`src/common/npu_pkg.sv`:
```
`default_nettype none

package npu_pkg;

  localparam int DATA_W   = 32;
  localparam int STRB_W   = DATA_W / 8;
  localparam int HADDR_W  = 12;
  localparam int BUF_ID_W = 2;
  localparam int OFFS_W   = 8;
  localparam int LINES_W  = 8;
  localparam int STRIDE_W = 2;
  localparam int REG_IDX_W = 3;

  // Buffer ids, code 3 has no buffer behind it
  localparam logic [BUF_ID_W-1:0] BUF_IOB0 = 2'd0;
  localparam logic [BUF_ID_W-1:0] BUF_IOB1 = 2'd1;
  localparam logic [BUF_ID_W-1:0] BUF_WB   = 2'd2;

  // Default depths in address bits
  localparam int AW_IOB0 = 6;
  localparam int AW_IOB1 = 6;
  localparam int AW_WB   = 7;

  // Top two bits of the host address
  localparam logic [1:0] REGION_REG = 2'd0;
  localparam logic [1:0] REGION_BUF = 2'd1;

  localparam logic [REG_IDX_W-1:0] REG_CTRL   = 3'd0; // [0] host owns, [1] start
  localparam logic [REG_IDX_W-1:0] REG_SRC    = 3'd1; // [9:8] id, [7:0] offset
  localparam logic [REG_IDX_W-1:0] REG_DST    = 3'd2;
  localparam logic [REG_IDX_W-1:0] REG_LINES  = 3'd3;
  localparam logic [REG_IDX_W-1:0] REG_STRIDE = 3'd4; // source step is 1 << stride
  localparam logic [REG_IDX_W-1:0] REG_STATUS = 3'd5; // [0] busy, [1] done, [2] error

  typedef struct packed {
    logic               sel;
    logic               wr;
    logic [HADDR_W-1:0] addr;
    logic [DATA_W-1:0]  wdata;
    logic [STRB_W-1:0]  wstrb;
  } host_req_t;

  // Same host address seen by the register block and by the buffer mux
  typedef union packed {
    struct packed {
      logic [1:0]           region;
      logic [6:0]           spare;
      logic [REG_IDX_W-1:0] reg_idx;
    } reg_view;
    struct packed {
      logic [1:0]          region;
      logic [BUF_ID_W-1:0] buf_id;
      logic [OFFS_W-1:0]   offset;
    } buf_view;
  } host_addr_u;

  typedef struct packed {
    logic [BUF_ID_W-1:0] src_id;
    logic [OFFS_W-1:0]   src_off;
    logic [BUF_ID_W-1:0] dst_id;
    logic [OFFS_W-1:0]   dst_off;
    logic [LINES_W-1:0]  lines;
    logic [STRIDE_W-1:0] stride;
  } dma_cfg_t;

  // One access to one bank
  typedef struct packed {
    logic              en;
    logic              we;
    logic [OFFS_W-1:0] addr;
    logic [DATA_W-1:0] wdata;
    logic [STRB_W-1:0] wstrb;
  } buf_acc_t;

endpackage

`default_nettype wire

```
`src/verilog/buf_bank.sv`:
```
`default_nettype none

module buf_bank import npu_pkg::*; #(
  parameter int ADDR_W = 6
) (
  input  wire               xclk,
  input  buf_acc_t          i_acc,
  output logic [DATA_W-1:0] o_rdata
);

  localparam int DEPTH = 1 << ADDR_W;

  logic [DATA_W-1:0] mem [DEPTH];
  logic [ADDR_W-1:0] addr;

  // Upper offset bits beyond the bank depth are ignored
  assign addr = i_acc.addr[ADDR_W-1:0];

  always_ff @(posedge xclk) begin
    if (i_acc.en && i_acc.we) begin
      for (int b = 0; b < STRB_W; b++) begin
        if (i_acc.wstrb[b])
          mem[addr][b*8 +: 8] <= i_acc.wdata[b*8 +: 8];
      end
    end
  end

  // Registered read, output holds between reads
  always_ff @(posedge xclk) begin
    if (i_acc.en && !i_acc.we)
      o_rdata <= mem[addr];
  end

endmodule

`default_nettype wire

```
`config.mk`:
```
export PLATFORM = sky130hd
export DESIGN_NAME = buf_bank
export DESIGN_NICKNAME = d
export VERILOG_FILES = /design/src/common/npu_pkg.sv /design/src/verilog/buf_bank.sv
export SDC_FILE = /design/constraint.sdc
export NUM_CORES = 2
export LEC_CHECK = 0
export BUFFER_PORTS_ARGS = -buffer_cell sky130_fd_sc_hd__buf_2
export CORE_MARGIN = 2
export CORE_UTILIZATION = 40
export CTS_CLUSTER_DIAMETER = 40
export DETAILED_ROUTE_END_ITERATION = 6
export GPL_TIMING_DRIVEN = 0
export PLACE_DENSITY_LB_ADDON = 0.05
export SKIP_CTS_REPAIR_TIMING = 1
export SYNTH_ARGS = -nofsm -noshare
export SYNTH_HDL_FRONTEND = slang
export SYNTH_SLANG_ARGS = --single-unit
```
`constraint.sdc`:
```
create_clock -name xclk -period 4.5 [get_ports xclk]
set_input_delay 0.9 -clock xclk [delete_from_list [all_inputs] [get_ports xclk]]
set_output_delay 0.9 -clock xclk [all_outputs]
set_load 0.005 [all_outputs]
```
Yosys cells after proc, flatten, opt, wreduce, memory -nomap -nowiden
Memories as Yosys holds them, arrays and structs flattened. A register that Yosys moved wholly into a read port is not among the register bits.
Index checks and enable logic that the tools add are counted.
{"block": "totals", "ramBits": 2048, "word_cells": 16, "input_bits": 47, "out_inout_bits": 32, "regBits": 0, "memories": 1}
{"block": "op_classes", "reduce_logical": 3, "n_mux": 12}
{"memory": "mem", "depth": 64, "width": 32, "rd": 1, "rd_ports_with_merged_regs": 1, "write_ports": 1, "line": "buf_bank.sv:13", "text": "logic [DATA_W-1:0] mem [DEPTH];"}
{"cell": "2-to-1 mux 1 bit", "n": 12}
{"cell": "logical AND 1 bit", "n": 2}
{"cell": "logical NOT 1 bit", "n": 1}

Logic depth before layout (Yosys ltp)
{"block": "logic_depth", "ltp_word": 3, "ltp_mapped": 10, "ltp_nobuf": 6}

Worst setup path before layout
Ideal clock, no wire load.
{"block": "synth_path", "path_type": "in2reg", "start": "in i_acc[45] (netlist bit)", "end": "reg o_rdata[0], read port of mem, enable pin", "n_path_buf": 1, "slack_ns": 1.539, "path_stages": 2, "t_arrival_ns": 2.537, "setup_ns": 0.425, "required_ns": 4.075, "cell_sequence": "clkbuf_1 > nor2b_1"}
{"block": "synth_via", "elab_chain_cells": 1}
{"item": "from (decl)", "line": "buf_bank.sv:7", "text": "input buf_acc_t i_acc,"}
{"item": "logical AND 1 bit", "line": "buf_bank.sv:30", "text": "if (i_acc.en && !i_acc.we)"}
{"item": "to (decl)", "line": "buf_bank.sv:8", "text": "output logic [DATA_W-1:0] o_rdata"}
No other way between the ends.

==> flow_summary_export.csv <==
group,metric,value,unit
run_status,run_status,"finished with violations",
run_status,violations,"DRC, capacitance limit, slew limit, setup timing",
timing,worst_pin_slew,1560,ps
drt,vias,49800,
placement,gp_congestion,1.01,
floorplanning,initial_core_util,0.403,
cts,cts_sinks,2080,
global_route,grt_first_pass_wirelength,431000,µm
synthesis,synth_top_area_share,0.783,
timing,rsz0062_at_grt,"false",
synthesis,yosys-top-cells-count,"edfxtp_1, nor2_1, a22oi_1",
timing,maxSlewHeadroom,-0.0382,
layout,fin_area,94800,µm²
floorplanning,core_area,198000,µm²
synthesis,synth_warnings,0,
global_route,track_usage,0.319,
layout,n_fill_cell,16800,
floorplanning,rows,163,
synthesis,synth_nets,4681,
worst_hold_path,worstHoldStart,"i_acc[15]",
drt,wl_per_cell,41.3,µm
power_and_ir_drop,p_leak,30.0,nW
synthesis,ys_seq_elements,2080,
job,max_cap_viol_count,3,
critical_path,crit_fanout,10,
timing,period_minus_slack,4910,ps
drt,drtPass1Iterations,7,
cts,clockRootBuffer,"clkbuf_16",
synthesis,ys_top_cells_by_area,"edfxtp_1, a22oi_1, mux2i_1",
critical_path,timing.rr.start,"mem[22][25]$_DFFE_PP_",
cts,clock_path_buffers,4,
placement,dp_hpwl,234000,µm
timing,hold_slack,247,ps
synthesis,synth_edf_count,2080,
placement,numPortBuffers,72,
worst_hold_path,min_path_cells,1,
synthesis,synthArstFlopShare,0,
power_and_ir_drop,power_density,517,nW/µm²
synthesis,netlist_area,79700,µm²
synthesis,synth.most_common_cell,"edfxtp_1",
layout,seq_area,62500,µm²
timing,skew,45.4,ps
cts,clk_pin_slew_worst_paths,60,ps
global_route,grt.overflow.total,0,
critical_path,startpoint,"i_acc[38]",
cts,htree_levels,5,
synthesis,avgSynthCellArea,17.2,µm²
floorplanning,die_area,203000,µm²
cts,cts_buffers,326,
drt,drc_errors,4,
timing,setup_violations,43,
cts,clk-insertion-delay-late,940,ps
drt,routed_wl,329000,µm
critical_path,crit_arrival,5480,ps
synthesis,ys_seq_area_frac,0.783,
synthesis,synthDistinctLibCells,46,
drt,drtIter0Drc,7670,
critical_path,startpoint_type,"primary input",
critical_path,worst_ep_required_time,5080,ps
layout,area_delta_synth_final,18.9,%
layout,drive_gt1_frac,0.170,
global_route,grt_pass1_vias,47900,
floorplanning,num_io_pins,79,
cts,cts_tree,"built",
layout,final_util,0.480,
timing,hold_viol,0,
layout,nNetsFinal,5106,
drt,viasPerCell,6.27,
synthesis,yosysTopAreaCell,"edfxtp_1",
critical_path,worstSetupEndpointType,"register",
global_route,antenna_found_initial,29,
floorplanning,die_w,450,µm
synthesis,synthCells,4634,
drt,drtAntennaViolNets,0,
power_and_ir_drop,ir_drop,0.289,mV
floorplanning,die_h,450,µm
timing,fin_ws,-406,ps
timing,slew_viol_final,19,
critical_path,reg2reg_depth,5,
worst_hold_path,hold_path.class,"primary input to register",
global_route,grt_start_max_net_pins,65,
placement,place_area,84000,µm²
critical_path,critPathKind,"primary input to register",
synthesis,synth_ff_type,"edfxtp_1",
layout,multi_input_area,15800,µm²
timing,fmax,0.204,GHz
timing,timing.final.crit_share,1.09,
[layout by cell type, fill, tap and decap left out, types with 9 or more instances in the layout]
| cell | instances |
|---|---|
| a22oi_1 | 342 |
| o21ai_0 | 64 |
| a222oi_1 | 14 |
| o221ai_1 | 34 |
| nand4b_1 | 13 |
| nor4_1 | 25 |
| buf_16 | 11 |
| a31oi_1 | 18 |
| a32oi_1 | 13 |
| mux4_2 | 48 |
| a22o_1 | 44 |
| clkbuf_16 | 336 |
| clkbuf_2 | 9 |
| o22a_1 | 18 |
| buf_1 | 41 |
| clkinv_1 | 38 |
| nand2_1 | 121 |
| mux2_2 | 90 |
| o22ai_1 | 161 |
| a221o_1 | 18 |
| clkinv_4 | 27 |
| a21o_1 | 14 |
| inv_6 | 26 |
| o211ai_1 | 15 |
| clkinv_2 | 36 |
| clkinvlp_4 | 32 |
| bufinv_16 | 33 |
| clkbuf_1 | 209 |
| nor3_1 | 66 |
| a221oi_1 | 234 |
| edfxtp_1 | 2080 |
| nand4_1 | 17 |
| a21oi_1 | 104 |
| buf_2 | 152 |
| nor2_1 | 399 |
| buf_4 | 48 |
| a211oi_1 | 44 |
| mux2i_1 | 210 |
[worst paths after layout]
path,end,slack [ps]
max,o_rdata[25]$_DFFE_PP_,-410
min,mem[13][11]$_DFFE_PP_,250
max reg2reg,o_rdata[25]$_DFFE_PP_,930
min reg2reg,o_rdata[20]$_DFFE_PP_,960
[layer usage]
layer  vias to the layer above  GRT usage  share of wire
met5                         -          0        0.00021
li1                      20100          -              -
met2                      2925      0.476           0.44
met3                       702     0.0818          0.099
met4                        10      0.185          0.065
met1                     26100      0.424           0.39
[worst max-delay path, stage by stage]
cell	delay, ps
buf_2	190
buf_6	200
buf_4	230
buf_4	280
nand2_1	550
clkbuf_1	650
o22ai_1	210
nor4_1	960
o21ai_0	710
nand4b_1	560
[area by class of cell]
class	instances	area share
sequential	2080	0.659
multi-input combinational	2199	0.167
clock buffer	372	0.0901
tap	2640	0.0348
clock inverter	201	0.0224
buffer	352	0.0165
timing repair buffer	98	0.0101
antenna	7	0.000185
inverter	2	0.0000792
[stage by stage]
step                      setup TNS, ps  cells  worst slack, ps  total power [W]
after floorplan                       0   4634             1540           0.0228
after global placement         -2476560   7346            -2010           0.0245
after detailed placement        -547040   7369            -1460           0.0245
after CTS                         -3510   7942             -448           0.0491
after global routing                  0   7946             6.34           0.0501
final                             -2930   7951             -406           0.0491
[flip-flops by register name (all words and copies together) (netlist names)]
register,cells
mem,2048
o_rdata,32
[report_power, final]
part           switching, W  internal [W]  leakage [nW]
Sequential        0.0000137        0.0214          18.7
Combinational       0.00220      0.000603          6.17
Clock               0.00925        0.0156          5.14
Total                0.0115        0.0376          30.0
[logic make-up (layout without fill, tap and decap cells)]
family                 count (synthesis)  in the layout  share of synthesized area
other                                  0              7                          0
AOI/OAI and AO/OA                   1162           1162                      0.108
and+or+nand+nor                      689            689                     0.0370
muxes                                348            348                     0.0526
DFF                                 2080           2080                      0.783
buffers and inverters                355           1025                     0.0195
Power figures use the tool's default switching activity.
