`src/common/npu_pkg.sv`:
```
`default_nettype none

package npu_pkg;

  localparam int DATA_W   = 32;
  localparam int STRB_W   = DATA_W / 8;
  localparam int HADDR_W  = 12;
  localparam int BUF_ID_W = 2;
  localparam int OFFS_W   = 8;
  localparam int LINES_W  = 8;
  localparam int STRIDE_W = 2;
  localparam int REG_IDX_W = 3;

  // Buffer ids, code 3 has no buffer behind it
  localparam logic [BUF_ID_W-1:0] BUF_IOB0 = 2'd0;
  localparam logic [BUF_ID_W-1:0] BUF_IOB1 = 2'd1;
  localparam logic [BUF_ID_W-1:0] BUF_WB   = 2'd2;

  // Default depths in address bits
  localparam int AW_IOB0 = 6;
  localparam int AW_IOB1 = 6;
  localparam int AW_WB   = 7;

  // Top two bits of the host address
  localparam logic [1:0] REGION_REG = 2'd0;
  localparam logic [1:0] REGION_BUF = 2'd1;

  localparam logic [REG_IDX_W-1:0] REG_CTRL   = 3'd0; // [0] host owns, [1] start
  localparam logic [REG_IDX_W-1:0] REG_SRC    = 3'd1; // [9:8] id, [7:0] offset
  localparam logic [REG_IDX_W-1:0] REG_DST    = 3'd2;
  localparam logic [REG_IDX_W-1:0] REG_LINES  = 3'd3;
  localparam logic [REG_IDX_W-1:0] REG_STRIDE = 3'd4; // source step is 1 << stride
  localparam logic [REG_IDX_W-1:0] REG_STATUS = 3'd5; // [0] busy, [1] done, [2] error

  typedef struct packed {
    logic               sel;
    logic               wr;
    logic [HADDR_W-1:0] addr;
    logic [DATA_W-1:0]  wdata;
    logic [STRB_W-1:0]  wstrb;
  } host_req_t;

  // Same host address seen by the register block and by the buffer mux
  typedef union packed {
    struct packed {
      logic [1:0]           region;
      logic [6:0]           spare;
      logic [REG_IDX_W-1:0] reg_idx;
    } reg_view;
    struct packed {
      logic [1:0]          region;
      logic [BUF_ID_W-1:0] buf_id;
      logic [OFFS_W-1:0]   offset;
    } buf_view;
  } host_addr_u;

  typedef struct packed {
    logic [BUF_ID_W-1:0] src_id;
    logic [OFFS_W-1:0]   src_off;
    logic [BUF_ID_W-1:0] dst_id;
    logic [OFFS_W-1:0]   dst_off;
    logic [LINES_W-1:0]  lines;
    logic [STRIDE_W-1:0] stride;
  } dma_cfg_t;

  // One access to one bank
  typedef struct packed {
    logic              en;
    logic              we;
    logic [OFFS_W-1:0] addr;
    logic [DATA_W-1:0] wdata;
    logic [STRB_W-1:0] wstrb;
  } buf_acc_t;

endpackage

`default_nettype wire

```
`src/dma/dma_cfg_regs.sv`:
```
`default_nettype none

module dma_cfg_regs import npu_pkg::*; (
  input  wire               xclk,
  input  wire               i_rst,
  input  host_req_t         i_host,
  input  wire               i_busy,
  input  wire               i_done_pulse,
  input  wire               i_err_pulse,
  output dma_cfg_t          o_cfg,
  output logic              o_start,
  output logic              o_host_own,
  output logic [DATA_W-1:0] o_reg_rdata,
  output logic              o_reg_rvalid
);

  host_addr_u        ha;
  logic              reg_hit;
  logic              reg_wr;
  logic              done;
  logic              err;
  logic [DATA_W-1:0] rd_word;

  assign ha      = i_host.addr;
  assign reg_hit = i_host.sel && (ha.reg_view.region == REGION_REG);
  assign reg_wr  = reg_hit && i_host.wr;

  always_comb begin
    rd_word = '0;
    case (ha.reg_view.reg_idx)
      REG_CTRL:   rd_word[0] = o_host_own; // start bit always reads 0
      REG_SRC:    rd_word[BUF_ID_W+OFFS_W-1:0] = {o_cfg.src_id, o_cfg.src_off};
      REG_DST:    rd_word[BUF_ID_W+OFFS_W-1:0] = {o_cfg.dst_id, o_cfg.dst_off};
      REG_LINES:  rd_word[LINES_W-1:0] = o_cfg.lines;
      REG_STRIDE: rd_word[STRIDE_W-1:0] = o_cfg.stride;
      REG_STATUS: rd_word[2:0] = {err, done, i_busy};
      default:    rd_word = '0;
    endcase
  end

  always_ff @(posedge xclk) begin
    if (i_rst) begin
      o_cfg        <= '0;
      o_host_own   <= 1'b1; // Host holds the buffers out of reset
      o_start      <= 1'b0;
      done         <= 1'b0;
      err          <= 1'b0;
      o_reg_rdata  <= '0;
      o_reg_rvalid <= 1'b0;
    end else begin
      o_start      <= 1'b0;
      o_reg_rvalid <= reg_hit && !i_host.wr;
      o_reg_rdata  <= (reg_hit && !i_host.wr) ? rd_word : '0;

      if (reg_wr) begin
        case (ha.reg_view.reg_idx)
          REG_CTRL: begin
            o_host_own <= i_host.wdata[0];
            // Start only with the buffers handed to the DMA and the engine idle
            o_start    <= i_host.wdata[1] && !i_host.wdata[0] && !i_busy;
          end
          REG_SRC:    {o_cfg.src_id, o_cfg.src_off} <= i_host.wdata[BUF_ID_W+OFFS_W-1:0];
          REG_DST:    {o_cfg.dst_id, o_cfg.dst_off} <= i_host.wdata[BUF_ID_W+OFFS_W-1:0];
          REG_LINES:  o_cfg.lines <= i_host.wdata[LINES_W-1:0];
          REG_STRIDE: o_cfg.stride <= i_host.wdata[STRIDE_W-1:0];
          default: ;
        endcase
      end

      // Sticky flags, write 1 to clear, a new start clears both
      if (i_done_pulse)
        done <= 1'b1;
      else if (o_start || (reg_wr && ha.reg_view.reg_idx == REG_STATUS && i_host.wdata[1]))
        done <= 1'b0;

      if (i_err_pulse)
        err <= 1'b1;
      else if (o_start || (reg_wr && ha.reg_view.reg_idx == REG_STATUS && i_host.wdata[2]))
        err <= 1'b0;
    end
  end

endmodule

`default_nettype wire

```
`config.mk`:
```
export PLATFORM = sky130hd
export DESIGN_NAME = dma_cfg_regs
export DESIGN_NICKNAME = d
export VERILOG_FILES = /design/src/common/npu_pkg.sv /design/src/dma/dma_cfg_regs.sv
export SDC_FILE = /design/constraint.sdc
export NUM_CORES = 1
export LEC_CHECK = 0
export BUFFER_PORTS_ARGS = -buffer_cell sky130_fd_sc_hd__buf_2
export CAP_MARGIN = 40
export CORE_MARGIN = 1.5
export CORE_UTILIZATION = 48
export DETAILED_ROUTE_END_ITERATION = 12
export GPL_TIMING_DRIVEN = 0
export PLACE_DENSITY_LB_ADDON = 0.3
export SYNTH_ARGS = -nofsm -noshare
export SYNTH_HDL_FRONTEND = slang
export SYNTH_SLANG_ARGS = --single-unit
```
`constraint.sdc`:
```
create_clock -name xclk -period 1.8 [get_ports xclk]
set_input_delay 0.27 -clock xclk [delete_from_list [all_inputs] [get_ports xclk]]
set_output_delay 0.27 -clock xclk [all_outputs]
set_load 0.05 [all_outputs]
```
# Word level (Yosys, flattened, before mapping)
# Index checks and enable logic that the tools add are counted.
[op_classes]
n_eq_ne = 5
muxes = 9
bitwise = 3
reduce_logical = 24
[op_table]
columns = ["cell", "count"]
rows = [
  ["5-bit one-hot mux with 3 select lines", 1],
  ["2-bit AND reduction", 5],
  ["1-bit logical AND", 8],
  ["3-bit by 2-bit == test with 1-bit output (second input constant)", 2],
  ["3-bit == test (second input constant)", 2],
  ["1-bit one-hot mux with 6 select lines", 1],
  ["1-bit one-hot mux with 5 select lines", 1],
  ["1-bit two-way mux", 4],
  ["1-bit one-hot mux with 4 select lines", 1],
  ["2-bit one-hot mux with 2 select lines", 1],
  ["2-bit nonzero test", 2],
  ["3-bit by 1-bit == test with 1-bit output (second input constant)", 1],
  ["1-bit zero test", 3],
  ["3-bit zero test", 1],
  ["1-bit inverter", 3],
  ["3-bit OR reduction", 1],
  ["2-bit zero test", 1],
  ["1-bit logical OR", 2],
  ["2-bit OR reduction", 1],
]
[word_totals]
ff_bits = 67
in_bits = 55
output_inout_bits = 65
wordCells = 54

# Longest topological paths before layout
[depth]
ltp_word = 8
depth_mapped = 5
ltp_nobuf = 4

# Worst setup path before layout
# No wires, ideal clock.
[synth_path]
kind = "reg-to-reg"
startpoint = "register o_cfg[20] (netlist bit)"
endpoint = "register o_reg_rdata[0]"
setup_ns = 0.125
arrival_time_ns = 1.108
t_required_ns = 1.675
slack_ns = 0.567
stages_incl_launch_ff = 4
path_buffers = 0
synth_period_minus_slack_ns = 1.233
cell_sequence = "dfxtp_1 mux2_1 a221oi_1 nor4_1"
[synth_via]
elab_chain_cells = 1
[synth_lines]
columns = ["element", "line", "rtl"]
rows = [
  ["start, declared", "dma_cfg_regs.sv:10", "output dma_cfg_t o_cfg,"],
  ["1-bit one-hot mux with 6 select lines", "dma_cfg_regs.sv:30", "case (ha.reg_view.reg_idx)"],
  ["end signal, assigned", "dma_cfg_regs.sv:53", "o_reg_rdata <= (reg_hit && !i_host.wr) ? rd_word : '0;"],
  ["end, declared", "dma_cfg_regs.sv:13", "output logic [DATA_W-1:0] o_reg_rdata,"],
]
# No other way between the ends.
# A chain may end at the register's enable or synchronous reset.

# Final worst setup path
[layout_path]
startpoint = "register o_cfg[12] (netlist bit)"
endpoint = "output port o_cfg[12] (netlist bit)"
# No word-level cell between the ends.

==> results.toml <==
[pwr]
p_seq_frac = 0.481
netSwitchingFraction = 0.258
p_int_w = 0.00155
clockPowerShare = 0.378
comb_power_share = 0.140
p_per_area_nw_per_um2 = 759
leakagePower_nw = 1.43
p_sw_w = 0.000539
irDropWorstVdd_mv = 0.377

[worst_setup_path]
crit_arrival_ps = 980
end_kind = "output pin"
max_stage_delay_ps = 390
crit_path_cell_trace = "buf_2"
cp-start-kind = "register"
critPathMaxFanout = 3
crit_family = "flip-flops"
path_buf_inv = 1
required_ps = 1530
cp_slowest_cell = "dfxtp_1"
crit_type = "reg2out"

[synth]
synth_ff_type = "dfxtp_1"
ys_top_cells_by_area = "dfxtp_1 41%, mux2i_1 14%, nand2b_1 11%"
yosysTopAreaCell = "dfxtp_1"
syn_area_um2 = 2180
synthXorXnorAreaFrac = 0
yosysMostFrequentCell = "dfxtp_1"
synth_cell_types = 32
synth_edf_count = 0
synth_cells = 220
synth_common_cells = "45 x dfxtp_1, 40 x nand2b_1, 31 x mux2i_1"
yosys.area_share.simple = 0.213
seq_area_frac_synth = 0.413
synth_top_family_by_area = "simple AND/OR/NAND/NOR gates"
ys_warn_count = 0
async_flop_share = 0
syn_avg_cell_area_um2 = 9.92
yosysTopAreaCellShare = 0.413
synthAdderAreaFrac = 0.0115
muxShareOfSynthArea = 0.189
synth-compound-area-share = 0.0596
synth-seq-cells = 45

[placed_design]
dpl-instance-area_um2 = 2640
routabilityCongestion = 0.810
place_ws_ps = 324
dpl.hpwl_mm = 3.84
port-buffer-count = 62

[global_routing]
antenna_found_initial = 0
grt_usage = 0.206
grt_max_degree = 14
use_met2 = 0.332
top_usage_layer = "met2"
met1_usage = 0.273
grtUsageMet3 = 0.0447
grt_pass1_vias = 1608
overflow = 0
grt_pass1_wl_mm = 7.97

[timing]
hold_viol = 0
final-setup-viol-count = 0
finalCritPeriodShare = 0.696
max_slew_margin = 0.663
tightest_slew_ps = 505
max_freq_mhz = 799
period_needed_ps = 1250
rsz0062_at_grt = "no"
fin_setup_tns_ps = 0
setup_ws_ps = 548
skew_ps = 3.12
maxSlewViolCount = 0

[detailed_routing]
firstDrtPassIters = 4
ant_nets = 0
drt-total-wl_mm = 5.10
wl_per_cell_um = 14.0
drt-initial-drc-count = 112
via_per_inst = 4.87
drc = 0
vias = 1768

[run_status]
outcome = "complete, no violations"

[clock_network]
worstSkewPairLatency_ps = 300
root_buffer = "clkbuf_8"
cts_tree = "done"
cts.path.max_buffers = 2
clk_pin_slew_ps = 80
post_cts_buffers = 0
cts_hold_buffers = 0
cts_resized = 0
cts_sinks = 45
cts_buffers = 5
cts_max_level = 2

[finish]
drive_above_1_share = 0.331
fin_nets = 367
stdcell_area_um2 = 2750
post-route-util = 0.632
fillers = 396
n_antenna_cell = 0
syn2layout_area_growth_pct = 26.1

[worst_hold_path]
hold_path_class = "in2reg"

[job]
cap_violations = 0

[die]
io_pins = 120
initial_core_util = 0.501
fp.dieW_um = 70.4
die_y_um = 70.4
placementRows = 24
die_area_um2 = 4960
design.core.area_um2 = 4350
## sequential cells by signal, summed over array words and instances (netlist names)
register and count:
o_reg_rvalid 1, o_cfg 30, done 1, o_reg_rdata 10, err 1, o_start 1, o_host_own 1
## final timing paths
check | startpoint | to | slack, ps | depth (start not counted)
min | i_busy | o_start | 140 | 2
max reg2reg | o_cfg[20] | o_reg_rdata[0] | 650 | 3
min reg2reg | o_cfg[3] | o_cfg[3] | 490 | 2
max | o_cfg[12] | o_cfg[12] | 550 | 1
## metal layers
layer | vias up | part of all wire
met5 | - | 0
li1 | 887 | -
met1 | 809 | 0.45
met2 | 67 | 0.47
met3 | 5 | 0.060
met4 | 0 | 0.015
## metrics by stage
step	hold WS, ps	std cells	total power (W)
CTS	137	363	0.00210
detailed placement	454	355	0.00132
global route	149	363	0.00215
finish	139	363	0.00209
global placement	452	355	0.00132
floorplan	346	241	0.00126
## area by class of cell
class / instances / area, um^2 / share of cell area
Timing Repair Buffer: 62 / 310 / 0.113
Clock buffer: 7 / 86.3 / 0.0313
Buffer: 33 / 220 / 0.0800
Inverter: 7 / 26.3 / 0.00954
Tap cell: 52 / 65.1 / 0.0236
Multi-Input combinational cell: 156 / 1110 / 0.405
Clock inverter: 1 / 30.0 / 0.0109
Sequential cell: 45 / 901 / 0.327
## cells by family after synthesis
family,after synthesis
DFF,45
other,1
AOI/OAI and AO/OA,17
muxes,40
buffers and inverters,40
adders and majority gates,2
and+or+nand+nor,75
## power groups by stage
stage / combinational, W / sequential [W] / clock (W)
global placement: 0.000289 / 0.00103 / 0
floorplan: 0.000221 / 0.00104 / 0
global route: 0.000311 / 0.00101 / 0.000830
CTS: 0.000292 / 0.00101 / 0.000800
finish: 0.000293 / 0.00101 / 0.000790
detailed placement: 0.000291 / 0.00103 / 0
## cell usage in the layout (no fill, tap or decap), types with 3 or more instances in the layout
cell type / instances
a221oi_1: 4
a22oi_1: 7
buf_2: 64
buf_4: 25
clkbuf_1: 7
clkbuf_8: 6
conb_1: 22
dfxtp_1: 45
inv_1: 6
mux2_1: 7
mux2i_1: 31
nand2_1: 4
nand2b_1: 40
nand3_1: 4
nor2_1: 11
nor2b_1: 3
Note: power is estimated with default switching activity, not from simulation.
