$ cat src/common/npu_pkg.sv
`default_nettype none

package npu_pkg;

  localparam int DATA_W   = 32;
  localparam int STRB_W   = DATA_W / 8;
  localparam int HADDR_W  = 12;
  localparam int BUF_ID_W = 2;
  localparam int OFFS_W   = 8;
  localparam int LINES_W  = 8;
  localparam int STRIDE_W = 2;
  localparam int REG_IDX_W = 3;

  // Buffer ids, code 3 has no buffer behind it
  localparam logic [BUF_ID_W-1:0] BUF_IOB0 = 2'd0;
  localparam logic [BUF_ID_W-1:0] BUF_IOB1 = 2'd1;
  localparam logic [BUF_ID_W-1:0] BUF_WB   = 2'd2;

  // Default depths in address bits
  localparam int AW_IOB0 = 6;
  localparam int AW_IOB1 = 6;
  localparam int AW_WB   = 7;

  // Top two bits of the host address
  localparam logic [1:0] REGION_REG = 2'd0;
  localparam logic [1:0] REGION_BUF = 2'd1;

  localparam logic [REG_IDX_W-1:0] REG_CTRL   = 3'd0; // [0] host owns, [1] start
  localparam logic [REG_IDX_W-1:0] REG_SRC    = 3'd1; // [9:8] id, [7:0] offset
  localparam logic [REG_IDX_W-1:0] REG_DST    = 3'd2;
  localparam logic [REG_IDX_W-1:0] REG_LINES  = 3'd3;
  localparam logic [REG_IDX_W-1:0] REG_STRIDE = 3'd4; // source step is 1 << stride
  localparam logic [REG_IDX_W-1:0] REG_STATUS = 3'd5; // [0] busy, [1] done, [2] error

  typedef struct packed {
    logic               sel;
    logic               wr;
    logic [HADDR_W-1:0] addr;
    logic [DATA_W-1:0]  wdata;
    logic [STRB_W-1:0]  wstrb;
  } host_req_t;

  // Same host address seen by the register block and by the buffer mux
  typedef union packed {
    struct packed {
      logic [1:0]           region;
      logic [6:0]           spare;
      logic [REG_IDX_W-1:0] reg_idx;
    } reg_view;
    struct packed {
      logic [1:0]          region;
      logic [BUF_ID_W-1:0] buf_id;
      logic [OFFS_W-1:0]   offset;
    } buf_view;
  } host_addr_u;

  typedef struct packed {
    logic [BUF_ID_W-1:0] src_id;
    logic [OFFS_W-1:0]   src_off;
    logic [BUF_ID_W-1:0] dst_id;
    logic [OFFS_W-1:0]   dst_off;
    logic [LINES_W-1:0]  lines;
    logic [STRIDE_W-1:0] stride;
  } dma_cfg_t;

  // One access to one bank
  typedef struct packed {
    logic              en;
    logic              we;
    logic [OFFS_W-1:0] addr;
    logic [DATA_W-1:0] wdata;
    logic [STRB_W-1:0] wstrb;
  } buf_acc_t;

endpackage

`default_nettype wire

$ cat src/verilog/buf_mux.sv
`default_nettype none

module buf_mux import npu_pkg::*; (
  input  wire                 xclk,
  input  wire                 i_rst,
  input  host_req_t           i_host,
  input  wire                 i_host_own,
  input  buf_acc_t            i_rd_acc,
  input  buf_acc_t            i_wr_acc,
  input  wire  [BUF_ID_W-1:0] i_rd_id,
  input  wire  [BUF_ID_W-1:0] i_wr_id,
  input  wire  [DATA_W-1:0]   i_rdata_iob0,
  input  wire  [DATA_W-1:0]   i_rdata_iob1,
  input  wire  [DATA_W-1:0]   i_rdata_wb,
  output buf_acc_t            o_acc_iob0,
  output buf_acc_t            o_acc_iob1,
  output buf_acc_t            o_acc_wb,
  output logic [DATA_W-1:0]   o_src_rdata,
  output logic [DATA_W-1:0]   o_buf_rdata,
  output logic                o_buf_rvalid
);

  host_addr_u          ha;
  logic                host_hit;
  buf_acc_t            host_acc;
  logic                host_rd_q;
  logic [BUF_ID_W-1:0] host_id_q;
  logic [BUF_ID_W-1:0] src_id_q;

  assign ha       = i_host.addr;
  assign host_hit = i_host.sel && (ha.buf_view.region == REGION_BUF);
  assign host_acc = '{en: host_hit, we: i_host.wr, addr: ha.buf_view.offset,
                      wdata: i_host.wdata, wstrb: i_host.wstrb};

  // Ownership picks the master, src and dst ids never collide on the DMA side
  function automatic buf_acc_t pick(input logic [BUF_ID_W-1:0] id);
    pick = '0;
    if (i_host_own) begin
      if (host_hit && ha.buf_view.buf_id == id)
        pick = host_acc;
    end else if (i_rd_acc.en && i_rd_id == id) begin
      pick = i_rd_acc;
    end else if (i_wr_acc.en && i_wr_id == id) begin
      pick = i_wr_acc;
    end
  endfunction

  function automatic logic [DATA_W-1:0] bank_rdata(input logic [BUF_ID_W-1:0] id);
    case (id)
      BUF_IOB0: bank_rdata = i_rdata_iob0;
      BUF_IOB1: bank_rdata = i_rdata_iob1;
      BUF_WB:   bank_rdata = i_rdata_wb;
      default:  bank_rdata = '0;
    endcase
  endfunction

  always_comb begin
    o_acc_iob0 = pick(BUF_IOB0);
    o_acc_iob1 = pick(BUF_IOB1);
    o_acc_wb   = pick(BUF_WB);
  end

  always_ff @(posedge xclk) begin
    if (i_rst) begin
      host_rd_q    <= 1'b0;
      o_buf_rvalid <= 1'b0;
    end else begin
      host_rd_q    <= host_hit && !i_host.wr && i_host_own;
      o_buf_rvalid <= host_hit && !i_host.wr; // answered with 0 while DMA owns
    end
  end

  always_ff @(posedge xclk) begin
    host_id_q <= ha.buf_view.buf_id;
    src_id_q  <= i_rd_id;
  end

  always_comb begin
    o_buf_rdata = host_rd_q ? bank_rdata(host_id_q) : '0;
    o_src_rdata = bank_rdata(src_id_q);
  end

endmodule

`default_nettype wire

$ cat config.mk
export PLATFORM = sky130hd
export DESIGN_NAME = buf_mux
export DESIGN_NICKNAME = d
export VERILOG_FILES = /design/src/common/npu_pkg.sv /design/src/verilog/buf_mux.sv
export SDC_FILE = /design/constraint.sdc
export NUM_CORES = 1
export LEC_CHECK = 0
export BUFFER_PORTS_ARGS = -buffer_cell sky130_fd_sc_hd__buf_4
export CAP_MARGIN = 20
export CORE_AREA = 2 2 174 176
export DETAILED_ROUTE_END_ITERATION = 8
export DIE_AREA = 0 0 176 178
export GPL_TIMING_DRIVEN = 0
export PLACE_DENSITY = 0.38
export REMOVE_ABC_BUFFERS = 1
export SLEW_MARGIN = 15
export SYNTH_ARGS = -nofsm -noshare
export SYNTH_HDL_FRONTEND = slang
export SYNTH_SLANG_ARGS = --single-unit
$ cat constraint.sdc
create_clock -name xclk -period 2 [get_ports xclk]
set_input_delay 0.4 -clock xclk [delete_from_list [all_inputs] [get_ports xclk]]
set_output_delay 0.4 -clock xclk [all_outputs]
set_load 0.02 [all_outputs]
# == Yosys cells after proc, flatten, opt, wreduce, memory -nomap -nowiden ==
# Cells that the tools add are included.
# totals
ff_bits,6
out_inout_bits,203
elab_cells,48
# op_classes
n_eq_ne,11
mux,15
reduce_logical,18
# op_table
operator,count
$mux 46,12
$pmux 32 s3,2
$mux 32,1
$eq 2x1->1 const B,6
$logic_and 1x1->1,12
$eq 2x2->1 const B,5
$logic_not 2->1,5
$logic_not 1->1,1

# == Depth between registers and ports, before layout ==
# Gate-level depths: netlist of the first run.
# logic_depth
word_depth,5
mapped_depth,6
mapped_depth_nobuf,3

# == Worst setup path after synthesis of the first run ==
# No wires, ideal clock.
# synth_path
kind,input port to output port
from,input port i_host_own
to,output port o_acc_iob1[10] in the netlist's numbering
arrival_ps,1507
setup_slack_ps,93
path_stages,5
n_path_buf,2
path_cell_list,or3b_2 buf_2 clkbuf_1 nor2_1 a221o_1
# synth_lines
item,line_no,source
"start, declared",buf_mux.sv:7,"input wire i_host_own,"
"end, declared",buf_mux.sv:16,"output buf_acc_t o_acc_iob1,"

==> results of run 1 <==
## timing repair
action | in CTS | in global routing
buffers inserted | 40 | 11
endpoints found under the setup margin | 202 | 145
resized for setup | 189 | 84
pin swaps | 50 | 59
cloned | 15 | 10
## logic make-up (layout without fill, tap and decap cells)
| group | Yosys count | count (layout) | share of synthesized area (%) |
|---|---|---|---|
| AND/OR/NAND/NOR | 306 | 312 | 31.6 |
| AO/OA/AOI/OAI | 206 | 206 | 42.2 |
| buffers and inverters | 80 | 545 | 9.48 |
| multiplexers | 64 | 64 | 14.1 |
| flip-flops | 6 | 6 | 2.65 |
| other | 0 | 1 | 0 |
## report_power, final
group / switching [mW] / internal, mW / total, mW
Sequential: 0.00866 / 0.123 / 0.132
Clock: 0.0649 / 0.256 / 0.321
Combinational: 0.979 / 0.993 / 1.97
## cell type report
type                    instances  share of cell area (%)
inverters                       3                   0.109
clock buffers                   3                   0.724
diodes                          1                  0.0241
multi-input cells             582                    40.6
repair buffers                539                    52.5
flip-flops and latches          6                    1.32
well taps                     390                    4.71
## per-layer routing
metal | GRT usage (%) | share of wire (%)
met4 | 5.72 | 2.4
met3 | 6.59 | 9.1
met1 | 25.9 | 39
met5 | 0 | 0.020
met2 | 41.0 | 50
## state kept, by name, summed over array words and instances (netlist names)
name and cells:
src_id_q 2, o_buf_rvalid 1, host_id_q 2, host_rd_q 1
## worst max-delay path by stage
stage                            start        endpoint  slack (ns)  cells past startpoint
after global routing        i_host[47]  o_acc_iob1[28]       -0.29                      9
final                       i_host[47]  o_acc_iob1[28]       -0.22                      9
after global placement      i_host_own  o_acc_iob1[28]       -6.60                      5
after CTS                 i_rd_acc[45]  o_acc_iob1[28]       -0.24                      7
after detailed placement    i_host_own  o_acc_iob1[28]       -1.68                      8
after floorplan             i_host[47]   o_acc_iob1[0]       -2.15                      3
## worst max-delay path, delay by kind of cell
family | cells | cell delay, ns
buf+inv | 6 | 0.78
simple gates | 2 | 0.42
compound gates | 1 | 0.22
## cells in the final DEF, fill, tap and decap left out, types with 2 or more instances in the layout
master,netlist,routed
sky130_fd_sc_hd__buf_6,12,170
sky130_fd_sc_hd__and2_4,0,8
sky130_fd_sc_hd__a221o_1,93,93
sky130_fd_sc_hd__mux2i_1,64,63
sky130_fd_sc_hd__buf_12,0,22
sky130_fd_sc_hd__and3b_2,0,2
sky130_fd_sc_hd__or3b_4,0,8
sky130_fd_sc_hd__nor4_4,2,2
sky130_fd_sc_hd__o21ai_1,0,6
sky130_fd_sc_hd__buf_8,0,13
sky130_fd_sc_hd__inv_2,2,2
sky130_fd_sc_hd__o21bai_1,3,2
sky130_fd_sc_hd__nor3b_4,0,2
sky130_fd_sc_hd__bufbuf_16,0,4
sky130_fd_sc_hd__buf_16,0,9
sky130_fd_sc_hd__clkbuf_16,0,9
sky130_fd_sc_hd__o21ai_0,32,26
sky130_fd_sc_hd__nor2_1,136,135
sky130_fd_sc_hd__buf_4,0,315
sky130_fd_sc_hd__dfxtp_4,0,4
sky130_fd_sc_hd__nand2_1,77,77
sky130_fd_sc_hd__nor2b_4,0,2
sky130_fd_sc_hd__o2bb2ai_1,32,24
sky130_fd_sc_hd__o2bb2ai_2,0,8
sky130_fd_sc_hd__and2_1,33,25
sky130_fd_sc_hd__a221o_2,42,42
sky130_fd_sc_hd__a31oi_1,2,2
sky130_fd_sc_hd__nor2b_1,47,45
## Yosys cell counts, drive strengths merged (3+ instances only)
| library cell | number | area share (%) |
|---|---|---|
| o2bb2ai | 32 | 6.2 |
| inv | 3 | 0.25 |
| o21bai | 3 | 0.50 |
| buf | 44 | 6.5 |
| mux2i | 64 | 14 |
| a221o | 135 | 31 |
| nor2b | 47 | 6.5 |
| and2 | 33 | 4.5 |
| clkbuf | 33 | 2.7 |
| nand2 | 77 | 6.4 |
| nor2 | 137 | 11 |
| o21ai | 32 | 3.5 |
| dfxtp | 6 | 2.6 |
==> flow_results.org, run 1 <==
** Outcome
- The flow ran to the end, but the final reports show violations.
- The checks that failed: negative setup slack.

** Worst setup path
- At the worst endpoint, the arrival time is 1.82 ns.
- The critical path goes through buf_6, nand4b_1, buf_6, nor3b_4, buf_6, buf_12, buf_8, a221o_1, buf_6.
- Maximum fanout along the worst path :: 5
- For this design, the slowest cell found on the critical path is sky130_fd_sc_hd__nor3b_4.
- Critical Setup Path Class :: in -> out
- For the worst setup path, the data required time is 1.60 ns.
- Counting stages on the worst path, the most repeated cell is sky130_fd_sc_hd__buf_6.
- The worst setup path is launched from an input port.
- Critical Path End Type :: output port
- Longest individual stage delay on the worst path :: 0.25 ns

** GRT
- Entering global routing, the biggest net connects 33 pins.
- First-pass GRT wire length :: 52,700 um
- After global routing the overflow that remains totals 0.
- Total routing resource utilization after global routing :: 22.6%
- The number of antenna violations at the first check in global routing is 2.
- Via count of the first global-routing pass :: 7,693

** Drt
- After detailed routing, the number of remaining DRC violations is 0.
- Total via count after detailed routing :: 7,620
- Count of nets left with antenna violations after detail routing :: 0
- In the final routed layout, each cell accounts on average for 25.8 um.
- The first routing iteration left 390 violations.
- Routed WL :: 39,300 um
- Via density per instance :: 5.00
- Before antenna repair, the detailed router went through 5 iterations.

** Die
- Std-Cell Core Area :: 29,400 um^2
- Die ar. :: 31,300 um^2
- Row count :: 63
- Top-level port count :: 448
- Die X :: 176 um
- Die H :: 178 um
- Initial standard-cell utilization of the core :: 15.4%

** Power and ir drop
- In this run the static leakage power is 4.82 nW.
- In this run the power density over the cells is 234 nW/um^2.
- Post-route total power :: 2.43 mW
- Worst voltage drop across the vdd grid :: 188 uV

** Clock network
- Clock tree root driver cell :: sky130_fd_sc_hd__clkbuf_16
- Clock tree buffer depth :: 2
- Cts-stage hold buffer count :: 0
- After clock tree synthesis, the clock-pin slew on the worst setup and hold paths is 0.03 ns.
- CTS Buf Count :: 3
- Number of levels in the clock H-tree :: 1
- TritonCTS built the clock tree.
- Clock sink count :: 6

** Yosys
- Ys Warns :: 0
- Cell variety after synth :: 28
- In the synthesized netlist the dominant register cell turns out to be sky130_fd_sc_hd__dfxtp_1.
- After synthesis, flip-flops and latches occupy 2.65% of the total area.
- In this run the mean area of a mapped cell was 6.86 um^2.
- Number of register bits inferred by synthesis :: 6
- In the synthesized netlist, the number of instances is 662.
- After synthesis the cells add up to 4540 um^2.
- In this run, synthesis inferred 0 flip-flops with an integrated enable.
- Share of synthesized registers carrying an async set or reset :: 0%

** Finish
- Share of the core filled with cells :: 35.2%
- Number of fillers in the final layout :: 3,134
- The count of cells in the finished layout, fillers not included, comes to 1,524.
- FF+latch area :: 136 um^2
- After the last flow step, the layout net total stands at 1,380.
- Relative to the synthesized area, the layout overhead comes to 128%.
- Fraction of final layout cells sized beyond drive strength 1 :: 55.6%
- After routing the design area is 10,400 um^2.
- Multi-input combinational cell area :: 4210 um^2

** Placement
- The number of placed instances, taps included, is 1,452.
- Buffers on Ports :: 447
- Detailed placement ended at an HPWL of 26,100 um.
- DP Worst Slack :: -1.68 ns
- The placed instances occupy a cell area of 8390 um^2.
- At the end of routability-driven placement, the weighted congestion stood at 0.805.

** Min path
- In this run the most critical hold path is launched from i_rd_id[1].
- Type of the tightest min-delay check :: in -> reg
- Counting instances, the worst hold path has a depth of 1.
- For hold timing, the worst endpoint is src_id_q[1]$_DFF_P_.

** Timing
- In this run the tightest slew margin relative to its limit is 60.7%.
- Across all setup checks in the final design, the least slack found is -0.223 ns.
- Count of endpoints failing hold in the final timing report :: 0
- Slew at the pin with the worst max-slew slack :: 0.589 ns
- Setup TNS :: -16.43 ns
- Based on the critical path, the design can be clocked at up to 450 MHz.
- Hold is met by 0.300 ns.
- The final number of max-transition violations was 0.
- Final setup vio count :: 136
- After layout, the minimum clock period comes to 2.22 ns.
- Setup repair after global routing could not meet its margin everywhere.
- Final clock period utilization by the worst path :: 111%

** Run
- Across the run, the number of max-cap violations was 0.
Note: power is estimated with default switching activity, not from simulation.
==> run 2: changes to the inputs <==
--- a/config.mk
+++ b/config.mk
@@ -10,9 +10,11 @@
 export CORE_AREA = 2 2 174 176
 export DETAILED_ROUTE_END_ITERATION = 8
 export DIE_AREA = 0 0 176 178
+export GPL_ROUTABILITY_DRIVEN = 1
 export GPL_TIMING_DRIVEN = 0
 export PLACE_DENSITY = 0.38
 export REMOVE_ABC_BUFFERS = 1
+export SETUP_SLACK_MARGIN = 0.02
 export SLEW_MARGIN = 15
 export SYNTH_ARGS = -nofsm -noshare
 export SYNTH_HDL_FRONTEND = slang
==> run 2 against run 1 <==
  * The flow still finishes with violations (negative setup slack)
  * Wire length up 1.5%
  * Via count rose by 0.50%
  * Combinational power about the same
  * Die area unchanged
  * Non-clock buffer count rose by 5
  * Total power up 1.1%
  * Global-route usage is 0.15 points higher
  * Highest routed layer unchanged
==> flow_results.org, run 2 (synthesis results as in run 1) <==
** Timing
- Count of endpoints failing hold in the final timing report :: 0
- Slew at the pin with the worst max-slew slack :: 0.553 ns
- Across all hold checks on the routed design, the worst slack comes to 0.318 ns.
- In this run the tightest slew margin relative to its limit is 63.1%.
- After layout, the worst path uses 111% of the clock period.
- In the post-route analysis, the smallest setup slack over all paths is -0.221 ns.
- Setup violations remaining at the end of the flow were counted as 138.
- Static timing analysis puts the maximum clock frequency at 450 MHz.
- The final number of max-transition violations came to 0.
- Setup repair after global routing missed its margin :: true
- Shortest clock period the worst path allows after layout :: 2.22 ns

** Drt
- Number of detailed-route iterations in the first pass :: 4
- WL/cell :: 26.1 um
- Count of nets left with antenna violations after detail routing :: 0
- The routed layout has 7,658 vias.
- Dividing the detail-routed via count by the number of cells gives 5.01.
- Final routed DRC violation total :: 0
- The routed design has 39,900 um of wire.
- Detailed router's first-iteration violation count :: 412

** Die
- In this run the horizontal extent of the chip is 176 um.
- After floorplanning, the core was sized to cover 29,400 um^2.
- Initial standard-cell utilization of the core :: 15.4%
- Row count :: 63
- In this run the vertical extent of the chip is 178 um.
- 448 I/O pins were placed.
- Die ar. :: 31,300 um^2

** Clock network
- CTS Buf Count :: 3
- Cts-stage hold buffer count :: 0
- The root buffer cell chosen for the clock tree is sky130_fd_sc_hd__clkbuf_16.
- Clock tree buffer depth :: 2
- Clock tree synthesis found a total of 6 sinks.
- Clock-pin slew of the registers on the worst-case setup and hold paths :: 0.03 ns
- Number of levels in the clock H-tree :: 1
- CTS tree :: done

** Placement
- Buffers on Ports :: 447
- Once detailed placement completed, the half-perimeter wirelength came to 26,100 um.
- The congestion estimate from routability-driven global placement came to 0.805.
- Cell area after placement :: 8390 um^2

** Worst setup path
- The worst setup path is captured at an output port.
- Longest individual stage delay on the worst path :: 0.26 ns
- The critical path contains buffers and inverters numbering 6 combined.
- The worst setup path is of the in -> out kind.
- Critical path, cell by cell :: buf_6, nand4b_1, buf_6, nor3b_4, buf_6, buf_12, buf_8, a221o_1, buf_6
- Worst-path cell with the longest stage delay :: sky130_fd_sc_hd__nor3b_4
- Cell class contributing the biggest share of worst-path delay :: buffers and inverters
- Most used cell, CP :: sky130_fd_sc_hd__buf_6
- Along the worst path, the maximum fanout reaches 5.
- Worst EP arrival :: 1.82 ns
- STA puts the critical path data required time at 1.60 ns.
- Type of origin of the critical path :: input port

** Power and ir drop
- For this design the ratio of total power to cell area is 235 nW/um^2.
- In this run switching power makes up 43.4% of total power.
- Clock Power Share :: 13.1%
- Net switching power :: 1.06 mW
- Leak Pwr :: 4.85 nW
- Internal portion of total power :: 1.39 mW
- Worst voltage drop across the vdd grid :: 180 uV
- Sequential fraction of design power :: 5.4%
- Comb pwr share :: 81.5%

** Finish
- Compared with the post-synthesis result, the final layout area differs by 130%.
- Cells with a size suffix above 1 make up 55.2% of the layout.
- Post-layout net count :: 1,385
- The finished cells cover 10,400 um^2.
- Regs by FF count :: host_id_q (2), src_id_q (2)
- The library cell used most frequently in the layout, excluding fill and tap cells, is sky130_fd_sc_hd__buf_4.
- Cells fill 35.5% of the core in the end.
- The top cell types in the final layout, fill and taps aside, are sky130_fd_sc_hd__buf_4, sky130_fd_sc_hd__buf_6, sky130_fd_sc_hd__nor2_1, sky130_fd_sc_hd__a221o_1, sky130_fd_sc_hd__nand2_1.
- The filler cells instantiated in the layout total 3,134.

** Min path
- The tightest min-delay check is of the in -> reg type.

** GRT
- The first global-routing pass estimated 53,000 um of wire.
- Aggregate global routing overflow :: 0
- The number of antenna violations at the first check in global routing is 2.
- Entering global routing, the biggest net connects 33 pins.
- Via count of the first global-routing pass :: 7,706
- Global routing used 22.7% of the available tracks across all layers.

** Outcome
- The flow ran to the end, but the final reports show violations.
- Violated checks :: negative setup slack

** Run
- The tool flagged a number of max-cap violations equal to 0.
-- run 2: timing repair --
action	in CTS	in global routing
resized for setup	179	93
setup endpoints to repair	202	150
cloned	16	10
pin swaps	51	60
setup buffers	42	12
-- run 2: final timing paths --
path                  slack (ns)  cells after the start             endpoint        from
worst max-delay path       -0.22                      9       o_acc_iob1[28]  i_host[47]
worst min-delay path        0.32                      1  src_id_q[0]$_DFF_P_  i_rd_id[0]
-- run 2: cell type report --
class / count / area, um^2 / area share, %
antenna: 1 / 2.50 / 0.0240
inverter: 3 / 11.3 / 0.108
sequential: 6 / 136 / 1.31
clock buffer: 3 / 75.1 / 0.719
timing repair buffer: 544 / 5510 / 52.8
tap: 390 / 488 / 4.67
multi-input combinational: 582 / 4210 / 40.3
-- run 2: through the flow --
step	setup TNS, ns	cells	power [mW]	setup slack (ns)
2_1_floorplan	-290.54	585	0.827	-2.15
3_3_place_gp	-896.14	1422	1.76	-6.60
3_5_place_dp	-162.78	1452	1.80	-1.68
4_1_cts	-17.05	1511	2.37	-0.242
5_1_grt	-25.37	1529	2.58	-0.290
6_report	-16.42	1529	2.45	-0.221
-- run 2: per-layer routing --
layer / routed length (um) / global-route usage, %
met1: 15400 / 26.3
met2: 19700 / 41.1
met3: 3770 / 6.54
met4: 990 / 5.89
met5: 8 / 0
-- run 2: power groups by stage --
stage	clock network [mW]	registers, mW	logic [mW]
final	0.321	0.132	2.00
after floorplan	0	0.165	0.662
after CTS	0.323	0.135	1.91
after detailed placement	0	0.168	1.63
after global placement	0	0.192	1.57
after global routing	0.332	0.133	2.11
==> run 3: changes to the inputs <==
--- a/config.mk
+++ b/config.mk
@@ -13,6 +13,7 @@
 export GPL_ROUTABILITY_DRIVEN = 1
 export GPL_TIMING_DRIVEN = 0
 export PLACE_DENSITY = 0.38
+export RECOVER_POWER = 50
 export REMOVE_ABC_BUFFERS = 1
 export SETUP_SLACK_MARGIN = 0.02
 export SLEW_MARGIN = 15
==> run 3 against run 2 <==
  * Via count shrank 0.21%
  * Combinational power is essentially flat
  * The run still ends with negative setup slack left
  * Total power shrank 0.40%
  * Global-route usage is the same
  * Clock power is essentially flat
==> flow_results.org, run 3 (synthesis results as in run 1) <==
** Power and ir drop
- In this run the power density over the cells is 235 nW/um^2.
- Leak Pwr :: 4.83 nW
- Across the VDD grid, the largest voltage drop is 180 uV.

** Placement
- After detailed placement, the total cell area comes to 8390 um^2.
- Buffers on Ports :: 447
- Cell total after placement :: 1,452
- Summed over all nets, the half-perimeter wirelength after detailed placement is 26,100 um.
- Final Wtd Congestion :: 0.805

** Drt
- WL/cell :: 26.1 um
- For this block, the via count after detailed routing is 7,642.
- For this run, the detailed router's first-pass iteration total came to 5.
- Via density per instance :: 5.00
- Count of nets left with antenna violations after detail routing :: 0
- Routed WL :: 39,900 um
- For this run, design rule violations remaining after detail routing come to 0.
- For this block, the initial DRC count from the detailed router was 374.

** Finish
- From synthesis to final layout, the design area changed by 129%.
- Number of fillers in the final layout :: 3,146
- Excluding fillers, the count of instances in the completed layout stands at 1,529.
- Cells fill 35.4% of the core in the end.
- In the final layout, the registers with the most flip-flops are host_id_q (2), src_id_q (2).
- Fraction of final layout cells sized beyond drive strength 1 :: 54.9%
- Post-layout net count :: 1,385
- Cell area after layout :: 10,400 um^2
- The library cells used most frequently in the layout, excluding fill and tap cells, are sky130_fd_sc_hd__buf_4, sky130_fd_sc_hd__buf_6, sky130_fd_sc_hd__nor2_1, sky130_fd_sc_hd__a221o_1, sky130_fd_sc_hd__nand2_1.
- Most common library cell in the layout ignoring fill and taps :: sky130_fd_sc_hd__buf_4

** Timing
- Final clock period utilization by the worst path :: 111%
- Setup repair after global routing could not meet its margin everywhere.
- Headroom to the max-slew limit came out at 63.2%.
- Shortest clock period the worst path allows after layout :: 2.22 ns
- Count of endpoints failing hold in the final timing report :: 0
- In the post-route analysis, the smallest setup slack over all paths is -0.220 ns.
- Achievable clock frequency :: 451 MHz
- The final number of max-transition violations was 0.
- Slew at the pin with the worst max-slew slack :: 0.552 ns
- Final setup vio count :: 138

** Clock network
- Number of levels in the clock H-tree :: 1
- Counting the buffers created by CTS gives 3.
- Clock tree root driver cell :: sky130_fd_sc_hd__clkbuf_16
- Clock sink count :: 6
- CTS tree :: done
- The clock passes through at most 2 buffers.
- Cts-stage hold buffer count :: 0
- Clock-pin slew was measured on the worst setup and hold paths at 0.03 ns.

** Die
- Top-level port count :: 448
- Std-Cell Core Area :: 29,400 um^2
- The die covers 31,300 um^2.
- After floorplanning, the core was divided into 63 placement rows.
- The die is 178 um tall.
- Die X :: 176 um
- The initial utilization of the core area, before any placement, comes to 15.4%.

** Worst setup path
- On the worst path, the slowest cell contributes a delay of 0.23 ns.
- Tracing the worst setup path back leads to its startpoint at i_host[47].
- The most critical setup path has its endpoint at o_acc_iob0[8].
- Type of origin of the critical path :: input port
- Worst EP arrival :: 1.82 ns
- STA classifies the critical path endpoint as an output port.
- Critical path, cell by cell :: buf_6, nand4b_1, buf_6, buf_4, nor3_4, buf_12, buf_12, a221o_1, buf_6
- Among the stages of the critical path, the cell type that occurs most often is sky130_fd_sc_hd__buf_6.
- Worst-path cell with the longest stage delay :: sky130_fd_sc_hd__a221o_1
- Maximum fanout along the worst path :: 9
- STA puts the critical path data required time at 1.60 ns.
- Critical Setup Path Class :: in -> out

** GRT
- Via count of the first global-routing pass :: 7,706
- Total routing resource utilization after global routing :: 22.7%
- The number of antenna violations at the first check in global routing came to 2.
- Pin count of the biggest net entering global routing :: 33
- First-pass GRT wire length :: 53,000 um
- The total overflow left after global routing is 0.

** Outcome
- The flow ran to the end, but the final reports show violations.
- The final reports fail on negative setup slack.

** Run
- Max-capacitance violation count :: 0

** Min path
- In this run the worst hold path is classified as in -> reg.
run 3: cell types whose count changed in the layout (fill, tap and decap cells not counted):
cell and delta:
sky130_fd_sc_hd__buf_6 +1, sky130_fd_sc_hd__buf_2 +1, sky130_fd_sc_hd__buf_4 -10, sky130_fd_sc_hd__buf_12 -1, sky130_fd_sc_hd__clkbuf_2 +6, sky130_fd_sc_hd__clkbuf_1 +3
run 3: metrics by stage:
stage / power [mW] / TNS, ns / hold slack [ns] / setup slack, ns
final: 2.44 / -16.65 / 0.318 / -0.220
after CTS: 2.37 / -17.05 / 0.295 / -0.242
after global routing: 2.57 / -25.77 / 0.318 / -0.290
after detailed placement: 1.80 / -162.78 / 0.555 / -1.68
after global placement: 1.76 / -896.14 / 0.537 / -6.60
after floorplan: 0.827 / -290.54 / 0.428 / -2.15
run 3: what timing repair did:
action,4_1_cts,5_1_grt
endpoints found under the setup margin,202,150
setup buffers,42,12
pin swaps,51,60
gates cloned,16,10
gates resized for setup,179,93
run 3: per-layer routing:
layer  track usage, %  part of all wire, %  up-vias
met4             5.89                  2.7        2
met5                0                0.020        -
li1                 -                    -     3493
met2             41.1                   49      418
met1             26.3                   39     3679
met3             6.54                  9.1       50
run 3: final cells by class:
cell class / instances / area, um^2 / share of cell area (%)
tap: 390 / 488 / 4.69
sequential: 6 / 136 / 1.31
inverter: 3 / 11.3 / 0.108
antenna: 1 / 2.50 / 0.0241
multi-input combinational: 582 / 4210 / 40.5
timing repair buffer: 544 / 5480 / 52.7
clock buffer: 3 / 75.1 / 0.722
run 3: how the worst min path moves through the flow:
| stage | to | slack (ns) | depth (start not counted) | from |
|---|---|---|---|---|
| after floorplan | host_id_q[0]$_DFF_P_ | 0.43 | 0 | i_host[44] |
| after global placement | host_id_q[0]$_DFF_P_ | 0.54 | 1 | i_host[44] |
| after detailed placement | host_id_q[0]$_DFF_P_ | 0.55 | 1 | i_host[44] |
| after CTS | src_id_q[0]$_DFF_P_ | 0.29 | 1 | i_rd_id[0] |
| after global routing | src_id_q[0]$_DFF_P_ | 0.32 | 1 | i_rd_id[0] |
| final | src_id_q[0]$_DFF_P_ | 0.32 | 1 | i_rd_id[0] |
run 3: worst max-delay path, delay by kind of cell:
kind / cells / cell delay, ns
AOI/OAI and AO/OA: 1 / 0.23
and+or+nand+nor: 2 / 0.31
buffers and inverters: 6 / 0.87
run 3: report_power, final:
part / total [mW] / switching, mW / internal, mW
Sequential: 0.132 / 0.00845 / 0.123
Clock: 0.321 / 0.0646 / 0.256
Combinational: 1.99 / 0.993 / 0.997
